File: config.mk
export PLATFORM = sky130hd
export DESIGN_NAME = rx_stream_top
export DESIGN_NICKNAME = d
export VERILOG_FILES = /design/src/logic/rx_stream_pkg.sv /design/src/logic/rx_cfg_pkg.sv /design/src/logic/rx_settings_regs.sv /design/src/logic/rx_short_fifo.sv /design/src/logic/rx_stream_ctrl.sv /design/src/logic/rx_stream_top.sv
export SDC_FILE = /design/constraint.sdc
export NUM_CORES = 2
export LEC_CHECK = 0
export ABC_AREA = 1
export BUFFER_PORTS_ARGS = -buffer_cell sky130_fd_sc_hd__buf_2
export CELL_PAD_IN_SITES_DETAIL_PLACEMENT = 1
export CELL_PAD_IN_SITES_GLOBAL_PLACEMENT = 2
export CORE_UTILIZATION = 49
export CTS_CLUSTER_DIAMETER = 30
export DETAILED_ROUTE_END_ITERATION = 8
export GPL_TIMING_DRIVEN = 0
export PLACE_DENSITY = 0.87
export SETUP_SLACK_MARGIN = 0.1
export SYNTH_ARGS = -nofsm -noshare
export SYNTH_HDL_FRONTEND = slang
export SYNTH_HIERARCHICAL = 1
export SYNTH_SLANG_ARGS = --single-unit
File: constraint.sdc
create_clock -name clk -period 9.45 [get_ports clk]
set_clock_uncertainty 0.2 [all_clocks]
set_input_delay 0.4725 -clock clk [delete_from_list [all_inputs] [get_ports clk]]
set_output_delay 0.4725 -clock clk [all_outputs]
set_load 0.005 [all_outputs]
File: src/logic/rx_stream_pkg.sv
package rx_stream_pkg;

   // Shared time counter and one complex sample (16-bit I, 16-bit Q)
   typedef logic [63:0] vtime_t;
   typedef logic [31:0] sample_t;

   // Status bits carried with every output entry
   typedef struct packed
   {
      logic zero_len;
      logic overrun;
      logic broken_chain;
      logic late_cmd;
      logic cmd_done;
   } rx_flags_t;

   // One output queue entry, flags in the top bits
   typedef struct packed
   {
      rx_flags_t flags;
      vtime_t    timestamp;
      sample_t   sample;
   } rx_entry_t;

   localparam int unsigned ENTRY_WIDTH = $bits(rx_entry_t);

   // Both short queues hold 2**FIFO_DEPTH_LOG2 words
   localparam int unsigned FIFO_DEPTH_LOG2 = 4;

   // Control FSM states; code 3 is unused
   typedef enum logic [2:0]
   {
      IDLE         = 3'd0,
      WAITING      = 3'd1,
      RUNNING      = 3'd2,
      OVERRUN      = 3'd4,
      BROKEN_CHAIN = 3'd5,
      LATE_CMD     = 3'd6,
      ZERO_LEN     = 3'd7
   } rx_state_e;

endpackage

File: src/logic/rx_cfg_pkg.sv
package rx_cfg_pkg;

   // Settings bus
   typedef logic [7:0]  addr_t;
   typedef logic [31:0] data_t;

   // Where the three command registers sit on the settings bus
   localparam addr_t BASE_ADDR    = 8'd0;
   localparam addr_t ADDR_CMD     = BASE_ADDR + 8'd0;
   localparam addr_t ADDR_TIME_HI = BASE_ADDR + 8'd1;
   localparam addr_t ADDR_TIME_LO = BASE_ADDR + 8'd2;

   typedef logic [27:0] num_lines_t;

   // Command word in the upper 32 bits, trigger time below it
   typedef struct packed
   {
      logic                 send_imm;
      logic                 chain;
      logic                 reload;
      logic                 stop;
      num_lines_t           num_lines;
      rx_stream_pkg::vtime_t trigger_time;
   } rx_cmd_t;

   localparam int unsigned CMD_FIFO_WIDTH = $bits(rx_cmd_t);

endpackage

File: src/logic/rx_settings_regs.sv
`timescale 1ns/1ps

module rx_settings_regs
(
   input  logic                clk,
   input  logic                rst_i,
   input  logic                set_stb_i,
   input  rx_cfg_pkg::addr_t   set_addr_i,
   input  rx_cfg_pkg::data_t   set_data_i,
   output rx_cfg_pkg::rx_cmd_t cmd_o,
   output logic                cmd_push_o
);

   rx_cfg_pkg::data_t cmd_word_q;
   rx_cfg_pkg::data_t time_hi_q;
   rx_cfg_pkg::data_t time_lo_q;
   logic              cmd_wr;
   logic              time_hi_wr;
   logic              time_lo_wr;

   // Address decode
   assign cmd_wr     = set_stb_i && (set_addr_i == rx_cfg_pkg::ADDR_CMD);
   assign time_hi_wr = set_stb_i && (set_addr_i == rx_cfg_pkg::ADDR_TIME_HI);
   assign time_lo_wr = set_stb_i && (set_addr_i == rx_cfg_pkg::ADDR_TIME_LO);

   always_ff @(posedge clk)
   begin
      if (rst_i)
      begin
         cmd_word_q <= '0;
         time_hi_q  <= '0;
         time_lo_q  <= '0;
         cmd_push_o <= 1'b0;
      end
      else
      begin
         if (cmd_wr)
         begin
            cmd_word_q <= set_data_i;
         end
         if (time_hi_wr)
         begin
            time_hi_q <= set_data_i;
         end
         if (time_lo_wr)
         begin
            time_lo_q <= set_data_i;
         end
         // Every low-time strobe queues a command, even with unchanged data
         cmd_push_o <= time_lo_wr;
      end
   end

   // Registers are already updated when the push pulse is seen
   assign cmd_o = {cmd_word_q, time_hi_q, time_lo_q};

endmodule

File: src/logic/rx_short_fifo.sv
`timescale 1ns/1ps

module rx_short_fifo
#(
   parameter int unsigned WIDTH = 32
)
(
   input  logic                                      clk,
   input  logic                                      rst_i,
   input  logic                                      clear_i,
   input  logic [WIDTH-1:0]                          data_i,
   input  logic                                      push_i,
   output logic                                      full_o,
   output logic [WIDTH-1:0]                          data_o,
   output logic                                      valid_o,
   input  logic                                      pop_i,
   output logic [rx_stream_pkg::FIFO_DEPTH_LOG2:0]   count_o
);

   localparam int unsigned AW = rx_stream_pkg::FIFO_DEPTH_LOG2;
   localparam logic [AW:0] DEPTH = 1 << AW;

   logic [WIDTH-1:0] mem [DEPTH];
   logic [AW-1:0]    wr_ptr_q;
   logic [AW-1:0]    rd_ptr_q;
   logic [AW:0]      count_q;
   logic             push_ok;
   logic             pop_ok;

   // A push into a full queue is dropped, a pop from an empty one ignored
   assign push_ok = push_i && !full_o;
   assign pop_ok  = pop_i && valid_o;

   always_ff @(posedge clk)
   begin
      if (rst_i || clear_i)
      begin
         wr_ptr_q <= '0;
         rd_ptr_q <= '0;
         count_q  <= '0;
      end
      else
      begin
         if (push_ok)
         begin
            wr_ptr_q <= wr_ptr_q + 1'b1;
         end
         if (pop_ok)
         begin
            rd_ptr_q <= rd_ptr_q + 1'b1;
         end
         case ({push_ok, pop_ok})
            2'b10:   count_q <= count_q + 1'b1;
            2'b01:   count_q <= count_q - 1'b1;
            default: count_q <= count_q;
         endcase
      end
   end

   // Storage
   always_ff @(posedge clk)
   begin
      if (push_ok)
      begin
         mem[wr_ptr_q] <= data_i;
      end
   end

   // Head word always visible
   assign data_o  = mem[rd_ptr_q];
   assign valid_o = (count_q != '0);
   assign full_o  = (count_q == DEPTH);
   assign count_o = count_q;

endmodule

File: src/logic/rx_stream_ctrl.sv
`timescale 1ns/1ps

module rx_stream_ctrl
(
   input  logic                    clk,
   input  logic                    rst_i,
   input  logic                    clear_i,
   input  rx_stream_pkg::vtime_t   vita_time_i,
   input  rx_stream_pkg::sample_t  sample_i,
   input  logic                    strobe_i,
   input  rx_cfg_pkg::rx_cmd_t     cmd_i,
   input  logic                    cmd_valid_i,
   output logic                    cmd_pop_o,
   output rx_stream_pkg::rx_entry_t entry_o,
   output logic                    entry_wr_o,
   input  logic                    entry_full_i,
   output logic                    run_o,
   output logic                    overrun_o
);

   rx_stream_pkg::rx_state_e   state_q;
   rx_cfg_pkg::rx_cmd_t        active_q;
   rx_cfg_pkg::num_lines_t     lines_left_q;
   rx_cfg_pkg::num_lines_t     lines_total_q;
   rx_stream_pkg::rx_flags_t   flags;
   logic                       running;
   logic                       err_state;
   logic                       time_now;
   logic                       time_late;
   logic                       go_now;
   logic                       too_late;
   logic                       last_line;
   logic                       line_taken;
   logic                       want_write;

   assign running   = (state_q == rx_stream_pkg::RUNNING);
   assign err_state = (state_q == rx_stream_pkg::OVERRUN)
                   || (state_q == rx_stream_pkg::BROKEN_CHAIN)
                   || (state_q == rx_stream_pkg::LATE_CMD)
                   || (state_q == rx_stream_pkg::ZERO_LEN);

   // Time comparison against the active trigger
   assign time_now  = (vita_time_i == active_q.trigger_time);
   assign time_late = (vita_time_i > active_q.trigger_time);
   assign go_now    = time_now || active_q.send_imm;
   assign too_late  = time_late && !active_q.send_imm;

   assign last_line  = (lines_left_q == rx_cfg_pkg::num_lines_t'(1));
   assign line_taken = running && strobe_i && !entry_full_i;

   // Take a new command from IDLE, or the follow-up at the end of a chain
   assign cmd_pop_o = cmd_valid_i
                   && ((state_q == rx_stream_pkg::IDLE)
                   || (line_taken && last_line && active_q.chain));

   always_ff @(posedge clk)
   begin
      if (rst_i || clear_i)
      begin
         state_q       <= rx_stream_pkg::IDLE;
         active_q      <= '0;
         lines_left_q  <= '0;
         lines_total_q <= '0;
      end
      else
      begin
         case (state_q)
            rx_stream_pkg::IDLE:
            begin
               if (cmd_valid_i)
               begin
                  active_q      <= cmd_i;
                  lines_left_q  <= cmd_i.num_lines;
                  lines_total_q <= cmd_i.num_lines;
                  if (cmd_i.stop)
                  begin
                     state_q <= rx_stream_pkg::ZERO_LEN;
                  end
                  else
                  begin
                     state_q <= rx_stream_pkg::WAITING;
                  end
               end
            end
            rx_stream_pkg::WAITING:
            begin
               if (go_now)
               begin
                  state_q <= rx_stream_pkg::RUNNING;
               end
               else if (too_late)
               begin
                  state_q <= rx_stream_pkg::LATE_CMD;
               end
            end
            rx_stream_pkg::RUNNING:
            begin
               if (strobe_i && entry_full_i)
               begin
                  state_q <= rx_stream_pkg::OVERRUN;
               end
               else if (strobe_i)
               begin
                  lines_left_q <= lines_left_q - 1'b1;
                  if (last_line)
                  begin
                     if (!active_q.chain)
                     begin
                        state_q <= rx_stream_pkg::IDLE;
                     end
                     else if (!cmd_valid_i && active_q.reload)
                     begin
                        // Nothing queued, so run the same length again
                        lines_left_q <= lines_total_q;
                     end
                     else if (!cmd_valid_i)
                     begin
                        state_q <= rx_stream_pkg::BROKEN_CHAIN;
                     end
                     else
                     begin
                        // Continue with the follow-up, its trigger is ignored
                        active_q      <= cmd_i;
                        lines_left_q  <= cmd_i.num_lines;
                        lines_total_q <= cmd_i.num_lines;
                        if (cmd_i.stop)
                        begin
                           state_q <= rx_stream_pkg::IDLE;
                        end
                     end
                  end
               end
            end
            rx_stream_pkg::OVERRUN,
            rx_stream_pkg::BROKEN_CHAIN,
            rx_stream_pkg::LATE_CMD,
            rx_stream_pkg::ZERO_LEN:
            begin
               // The flag entry goes out on the first cycle with space
               if (!entry_full_i)
               begin
                  state_q <= rx_stream_pkg::IDLE;
               end
            end
            default:
            begin
               state_q <= rx_stream_pkg::IDLE;
            end
         endcase
      end
   end

   // Entry flags
   always_comb
   begin
      flags              = '0;
      flags.zero_len     = (state_q == rx_stream_pkg::ZERO_LEN);
      flags.overrun      = (state_q == rx_stream_pkg::OVERRUN);
      flags.broken_chain = (state_q == rx_stream_pkg::BROKEN_CHAIN);
      flags.late_cmd     = (state_q == rx_stream_pkg::LATE_CMD);
      // Last line, unless a follow-up without stop keeps the stream going
      flags.cmd_done     = running && last_line
                        && (!active_q.chain || (cmd_valid_i && cmd_i.stop));
   end

   always_comb
   begin
      entry_o.flags     = flags;
      entry_o.timestamp = vita_time_i;
      entry_o.sample    = running ? sample_i : '0;
   end

   assign want_write = (running && strobe_i) || err_state;
   assign entry_wr_o = want_write && !entry_full_i;

   assign run_o     = running;
   assign overrun_o = (state_q == rx_stream_pkg::OVERRUN);

endmodule

File: src/logic/rx_stream_top.sv
`timescale 1ns/1ps

module rx_stream_top
(
   input  logic                     clk,
   input  logic                     rst_i,
   input  logic                     clear_i,
   input  logic                     set_stb_i,
   input  rx_cfg_pkg::addr_t        set_addr_i,
   input  rx_cfg_pkg::data_t        set_data_i,
   input  rx_stream_pkg::vtime_t    vita_time_i,
   input  rx_stream_pkg::sample_t   sample_i,
   input  logic                     strobe_i,
   output logic                     run_o,
   output logic                     overrun_o,
   output rx_stream_pkg::rx_entry_t out_entry_o,
   output logic                     out_valid_o,
   input  logic                     out_ready_i
);

   rx_cfg_pkg::rx_cmd_t      new_cmd;
   logic                     cmd_push;
   rx_cfg_pkg::rx_cmd_t      head_cmd;
   logic                     cmd_valid;
   logic                     cmd_pop;
   rx_stream_pkg::rx_entry_t entry;
   logic                     entry_wr;
   logic                     entry_full;

   rx_settings_regs settings_regs
   (
      .clk        (clk),
      .rst_i      (rst_i),
      .set_stb_i  (set_stb_i),
      .set_addr_i (set_addr_i),
      .set_data_i (set_data_i),
      .cmd_o      (new_cmd),
      .cmd_push_o (cmd_push)
   );

   // Queued commands from the host
   rx_short_fifo #(.WIDTH(rx_cfg_pkg::CMD_FIFO_WIDTH)) cmd_fifo
   (
      .clk     (clk),
      .rst_i   (rst_i),
      .clear_i (clear_i),
      .data_i  (new_cmd),
      .push_i  (cmd_push),
      .full_o  (),
      .data_o  (head_cmd),
      .valid_o (cmd_valid),
      .pop_i   (cmd_pop),
      .count_o ()
   );

   rx_stream_ctrl ctrl
   (
      .clk          (clk),
      .rst_i        (rst_i),
      .clear_i      (clear_i),
      .vita_time_i  (vita_time_i),
      .sample_i     (sample_i),
      .strobe_i     (strobe_i),
      .cmd_i        (head_cmd),
      .cmd_valid_i  (cmd_valid),
      .cmd_pop_o    (cmd_pop),
      .entry_o      (entry),
      .entry_wr_o   (entry_wr),
      .entry_full_i (entry_full),
      .run_o        (run_o),
      .overrun_o    (overrun_o)
   );

   // Samples and status entries toward the framer
   rx_short_fifo #(.WIDTH(rx_stream_pkg::ENTRY_WIDTH)) entry_fifo
   (
      .clk     (clk),
      .rst_i   (rst_i),
      .clear_i (clear_i),
      .data_i  (entry),
      .push_i  (entry_wr),
      .full_o  (entry_full),
      .data_o  (out_entry_o),
      .valid_o (out_valid_o),
      .pop_i   (out_ready_i),
      .count_o ()
   );

endmodule

* Yosys cells after proc, flatten, opt, wreduce, memory -nomap -nowiden *
Memories as Yosys holds them, arrays and structs flattened. A register that Yosys moved wholly into a read port is not among the register bits.
Index checks and enable logic that the tools add are counted.

word-level totals
  flip-flop bits (word level) = 249
  input bits = 142
  word-level logic and storage cells = 150
  output and inout port bits = 104
  memories = 2
  RAM bits = 3152

cells by class
  magnitude comparators = 1
  equal/unequal tests = 29
  reductions and logical operators = 45
  muxes and demuxes = 47
  add/sub/neg operators = 9

memories
  name            depth  bits a word  read ports  clocked after memory_dff  wr ports  RTL line             source
  entry_fifo.mem  16     101          1           1                         1         rx_short_fifo.sv:23  logic [WIDTH-1:0] mem [DEPTH];
  cmd_fifo.mem    16     96           1           1                         1         rx_short_fifo.sv:23

operator list
  operator                                                                number
  96-bit two-way mux                                                      7
  28-bit two-way mux                                                      13
  96-bit case mux with 2 select lines                                     1
  28-bit case mux with 2 select lines                                     2
  64-bit equality test                                                    1
  64-bit > comparator                                                     1
  3-bit two-way mux                                                       12
  32-bit two-way mux                                                      1
  28-bit by 1-bit equality test with 1-bit output, second input constant  1
  28-bit by 1-bit subtractor with 28-bit output, second input constant    1
  5-bit case mux with 2 select lines                                      2
  1-bit logical AND                                                       19
  4-bit by 1-bit adder with 4-bit output, second input constant           4
  4-bit two-way mux                                                       4
  2-bit != test, second input constant                                    7
  3-bit equality test, second input constant                              4
  3-bit case mux with 4 select lines                                      1
  5-bit by 1-bit adder with 5-bit output, second input constant           2
  5-bit equality test, second input constant                              2
  5-bit nonzero test                                                      2
  5-bit by 1-bit subtractor with 5-bit output, second input constant      2
  8-bit by 1-bit equality test with 1-bit output, second input constant   1
  8-bit by 2-bit equality test with 1-bit output, second input constant   1
  8-bit zero test                                                         1
  20 further kinds                                                        39

* Logic depth before layout (Yosys ltp) *
  depth after elaboration = 10
  depth in mapped cells = 25

* Cells and area by module *
Netlist, hierarchy kept.

modules (own cells, without submodules)
  module                       times used  area each (µm²)  cells each
  rx_short_fifo at entry_fifo  1           65421.5          4372
  rx_short_fifo at cmd_fifo    1           61820.5          4163
  rx_stream_ctrl               1           9001.1           1270
  rx_settings_regs             1           4147.7           571

* Least setup slack after synthesis *
OpenSTA, ideal clock, no wires.

  path type = reg2reg
  from = reg ctrl.state_q[1]
  to = mem entry_fifo/mem[11][0] (netlist bit) (enable)
  period minus slack after synthesis = 6235 ps
  setup slack = 3215 ps
  data arrival time = 5473 ps
  stages on the path, launching flop included = 9
  library setup time = 562 ps
  required time = 8688 ps
  buffers on the path = 0
  cells stage by stage = dfxtp_1 > inv_2 > nor3_4 > nand3b_1 > o21ai_0 > nand2_1 > inv_1 > nand2_1 > nor2_1

on the way
  cells in the longest elaborated chain, start to end = 9

ends and longest elaborated chain
  element                                    RTL line                                    source
  start, declared                            rx_stream_ctrl.sv:21                        rx_stream_pkg::rx_state_e state_q;
  start signal, assigned                     rx_stream_ctrl.sv:60                        state_q <= rx_stream_pkg::IDLE;
  start signal, assigned                     rx_stream_ctrl.sv:77                        state_q <= rx_stream_pkg::ZERO_LEN;
  start signal, assigned                     rx_stream_ctrl.sv:81                        state_q <= rx_stream_pkg::WAITING;
  3-bit equality test (on tied branches)     rx_stream_ctrl.sv:37, rx_stream_ctrl.sv:38
  1-bit logical OR                           rx_stream_ctrl.sv:38                        || (state_q == rx_stream_pkg::BROKEN_CHAIN)
  1-bit logical OR                           rx_stream_ctrl.sv:39                        || (state_q == rx_stream_pkg::LATE_CMD)
  1-bit logical OR                           rx_stream_ctrl.sv:40                        || (state_q == rx_stream_pkg::ZERO_LEN);
  1-bit logical OR *                         rx_stream_ctrl.sv:173                       assign want_write = (running && strobe_i) || err_state;
  1-bit logical AND *                        rx_stream_ctrl.sv:174                       assign entry_wr_o = want_write && !entry_full_i;
  named net entry_wr                         rx_stream_top.sv:27                         logic entry_wr;
  1-bit logical AND *                        rx_short_fifo.sv:31                         assign push_ok = push_i && !full_o;
  1-bit two-way mux *                        rx_short_fifo.sv:63                         if (push_ok)
  1-bit two-way mux (not written as such) *  rx_short_fifo.sv:65                         mem[wr_ptr_q] <= data_i;
  end, declared                              rx_short_fifo.sv:23

The timed path passes the listed nets; every way through them passes the cells marked *.

==> reports/qor.yml <==
synth_fp_nets: 10597
grt_usage: 0.374
drive_gt1_frac: 0.162
htreeDepth: 6
cpPeakStageDelay_ns: 1.14
design.core.area_sq_um: 285000
gp_congestion: 0.929
overflow: 0
slew_viol_final: 25
io_buffers: 245
yosys_warnings: 6
fin_crit_ns: 5.70
cap_violations: 4
viasPerCell: 6.40
nFillCells: 26816
grt_pass1_vias: 108815
min_path_type: "in -> reg"
final-seq-area_sq_um: 99800
required_ns: 8.78
worstReg2RegStart: "entry_fifo/count_o[0]$_SDFFE_PP0P_"
io_pins: 246
r2r-end: "entry_fifo/mem[11][28]$_DFFE_PP_"
tightest_slew_ns: 1.64
wl_per_cell_um: 34.5
syn-instance-count: 10375
critPathSlowestCell: "clkbuf_1"
timing.slew.headroom: -0.103
reg2reg_depth: 12
power.ir.vdd_worst_mv: 0.196
grt_max_degree: 28
fin_ws_ns: 3.75
cts_root_buf: "clkbuf_16"
synth_area_per_cell_sq_um: 13.5
routed_wl_um: 548000
hold_depth: 5
worst_skew_pair.late_latency_ns: 1.08
p_leak_nw: 58.6
cts_made_buffers: 640
dp_hpwl_um: 342000
start_util: 0.493
die-area_sq_um: 289000
finalCritPeriodShare: 0.604
die_y_um: 537
vias: 101748
max_freq_mhz: 175
multi_input_comb_area_sq_um: 32500
cts_max_path_buffers: 4
syn_area_sq_um: 140000
crit_type: "reg -> out"
cts_resized: 0
dr.first_iter.drc_count: 12233
r2r_slack_ns: 4.08
synthToLayoutAreaGrowth_pct: 23.7
p_per_area_nw_per_um2: 240
start_kind: "register"
whs_ns: 0.164
path_buf_inv: 5
crit_arrival_ns: 5.03
violations: "capacitance limit, slew limit"
grt_pass1_wl_um: 769000
crit_fanout: 11
setup_viol: 0
drc_errors: 0
cp_cell_sequence: "buf_2 > inv_2 > clkbuf_1 > clkbuf_1 > o211ai_1 > nand3_1 > nand2_1 > buf_2"
die_w_um: 537
status: "finished, violations left"
final_hold_viol_count: 0
cts_sinks: 3409
cpLargestDelayFamily: "buffers and inverters"
fin_util: 0.609
min_from: "rst_i"
end_kind: "output port"
fin_nets: 11802
cts_tree: "yes"
antenna_found_initial: 41
path_clk_slew_ns: 0.06
preCtsSetupSlack_ns: 3.97
min_to: "settings_regs/time_lo_q[16]$_SDFFE_PP0P_"
rows: 196
rsz0062_at_grt: "false"
dr.pass1.iters: 6
detail-route-antenna-nets: 0
cells in the final DEF, fill, tap and decap left out, types with 39 or more instances in the layout:
cell           instances
a211oi_2              61
o21ai_1              195
buf_2                374
a21oi_1              978
mux2i_1              788
o21ai_0              852
nor2_4                39
clkinv_2             113
nor2_1               358
clkinvlp_4            61
inv_1               1021
buf_1                 55
buf_4                130
o211ai_1             797
edfxtp_1            3152
nand3_1              370
ha_1                  80
clkbuf_16            647
bufinv_16             90
buf_12               145
dfxtp_1              257
clkinv_1              75
nand2_1              539
clkbuf_1             373
dlygate4sd3_1        163
buf_6                 84
how the worst max path moves through the flow:
stage / from / endpoint / cells after the start / slack, ns
3_5_place_dp: entry_fifo/count_o[1]$_SDFFE_PP0P_ / entry_fifo/mem[11][31]$_DFFE_PP_ / 12 / 3.97
5_1_grt: register / out_entry_o[75] / 8 / 3.97
4_1_cts: register / out_entry_o[75] / 8 / 3.96
6_report: register / out_entry_o[75] / 8 / 3.75
3_3_place_gp: entry_fifo/count_o[0]$_SDFFE_PP0P_ / entry_fifo/mem[14][22]$_DFFE_PP_ / 8 / -4.17
2_1_floorplan: ctrl/state_q[1]$_SDFFE_PP0P_ / entry_fifo/mem[11][0]$_DFFE_PP_ / 8 / 3.22
state kept, by name (all words and copies together), names as in the netlist, named ones only:
name                      count
entry_fifo/mem             1616
cmd_fifo/mem               1536
ctrl/active_q                67
settings_regs/cmd_word_q     32
settings_regs/time_hi_q      32
settings_regs/time_lo_q      32
ctrl/lines_left_q            28
ctrl/lines_total_q           28
cmd_fifo/count_o              5
entry_fifo/count_o            5
cmd_fifo/rd_ptr_q             4
cmd_fifo/wr_ptr_q             4
entry_fifo/rd_ptr_q           4
entry_fifo/wr_ptr_q           4
ctrl/state_q                  3
settings_regs/cmd_push_o      1
layout make-up:
| cell class | instances | area share |
|---|---|---|
| Timing Repair Buffer | 563 | 0.0349 |
| Clock inverter | 450 | 0.0317 |
| Buffer | 741 | 0.0260 |
| Antenna cell | 23 | 0.000332 |
| Inverter | 1033 | 0.0223 |
| Clock buffer | 735 | 0.0957 |
| Tap cell | 3762 | 0.0271 |
| Multi-Input combinational cell | 5192 | 0.187 |
| Sequential cell | 3409 | 0.575 |
per-layer routing:
layer  up-vias  GRT usage  routed length [um]
met5         -          0                 264
met4        38      0.276               43900
met3      2053     0.0865               56200
met2      7077      0.619              263000
met1     51685      0.424              185000
li1      40895          -                   -
report_power, final:
group / internal (mW) / total [mW] / switching (mW)
clock: 15.2 / 23.6 / 8.41
combinational: 0.496 / 1.55 / 1.05
sequential: 16.4 / 16.4 / 0.0313
what timing repair did:
action                    4_1_cts  5_1_grt
buffers inserted                0        0
hold endpoints to repair     1648        0
hold buffers                  163        0
stage by stage:
step	cells	TNS (ns)	instance area [sq um]	total power, mW
2_1_floorplan	10375	0	140000	17.6
3_3_place_gp	14382	-9081.53	146000	18.1
3_5_place_dp	14537	0	150000	18.1
4_1_cts	15885	0	174000	41.6
5_1_grt	15891	0	174000	42.3
6_report	15908	0	174000	41.6
worst reg2reg max path: stages, from the launching register on:
cell	delay, ns
dfxtp_1	0.40
nor2_1	0.09
nand3_1	0.52
inv_1	0.23
o21ai_1	0.92
nand2_1	0.36
inv_1	0.26
nand2_1	0.32
nor2_4	0.73
buf_16	0.26
buf_12	0.23
buf_12	0.30
buf_12	0.24
No activity file was read; power rests on OpenSTA's default activity.
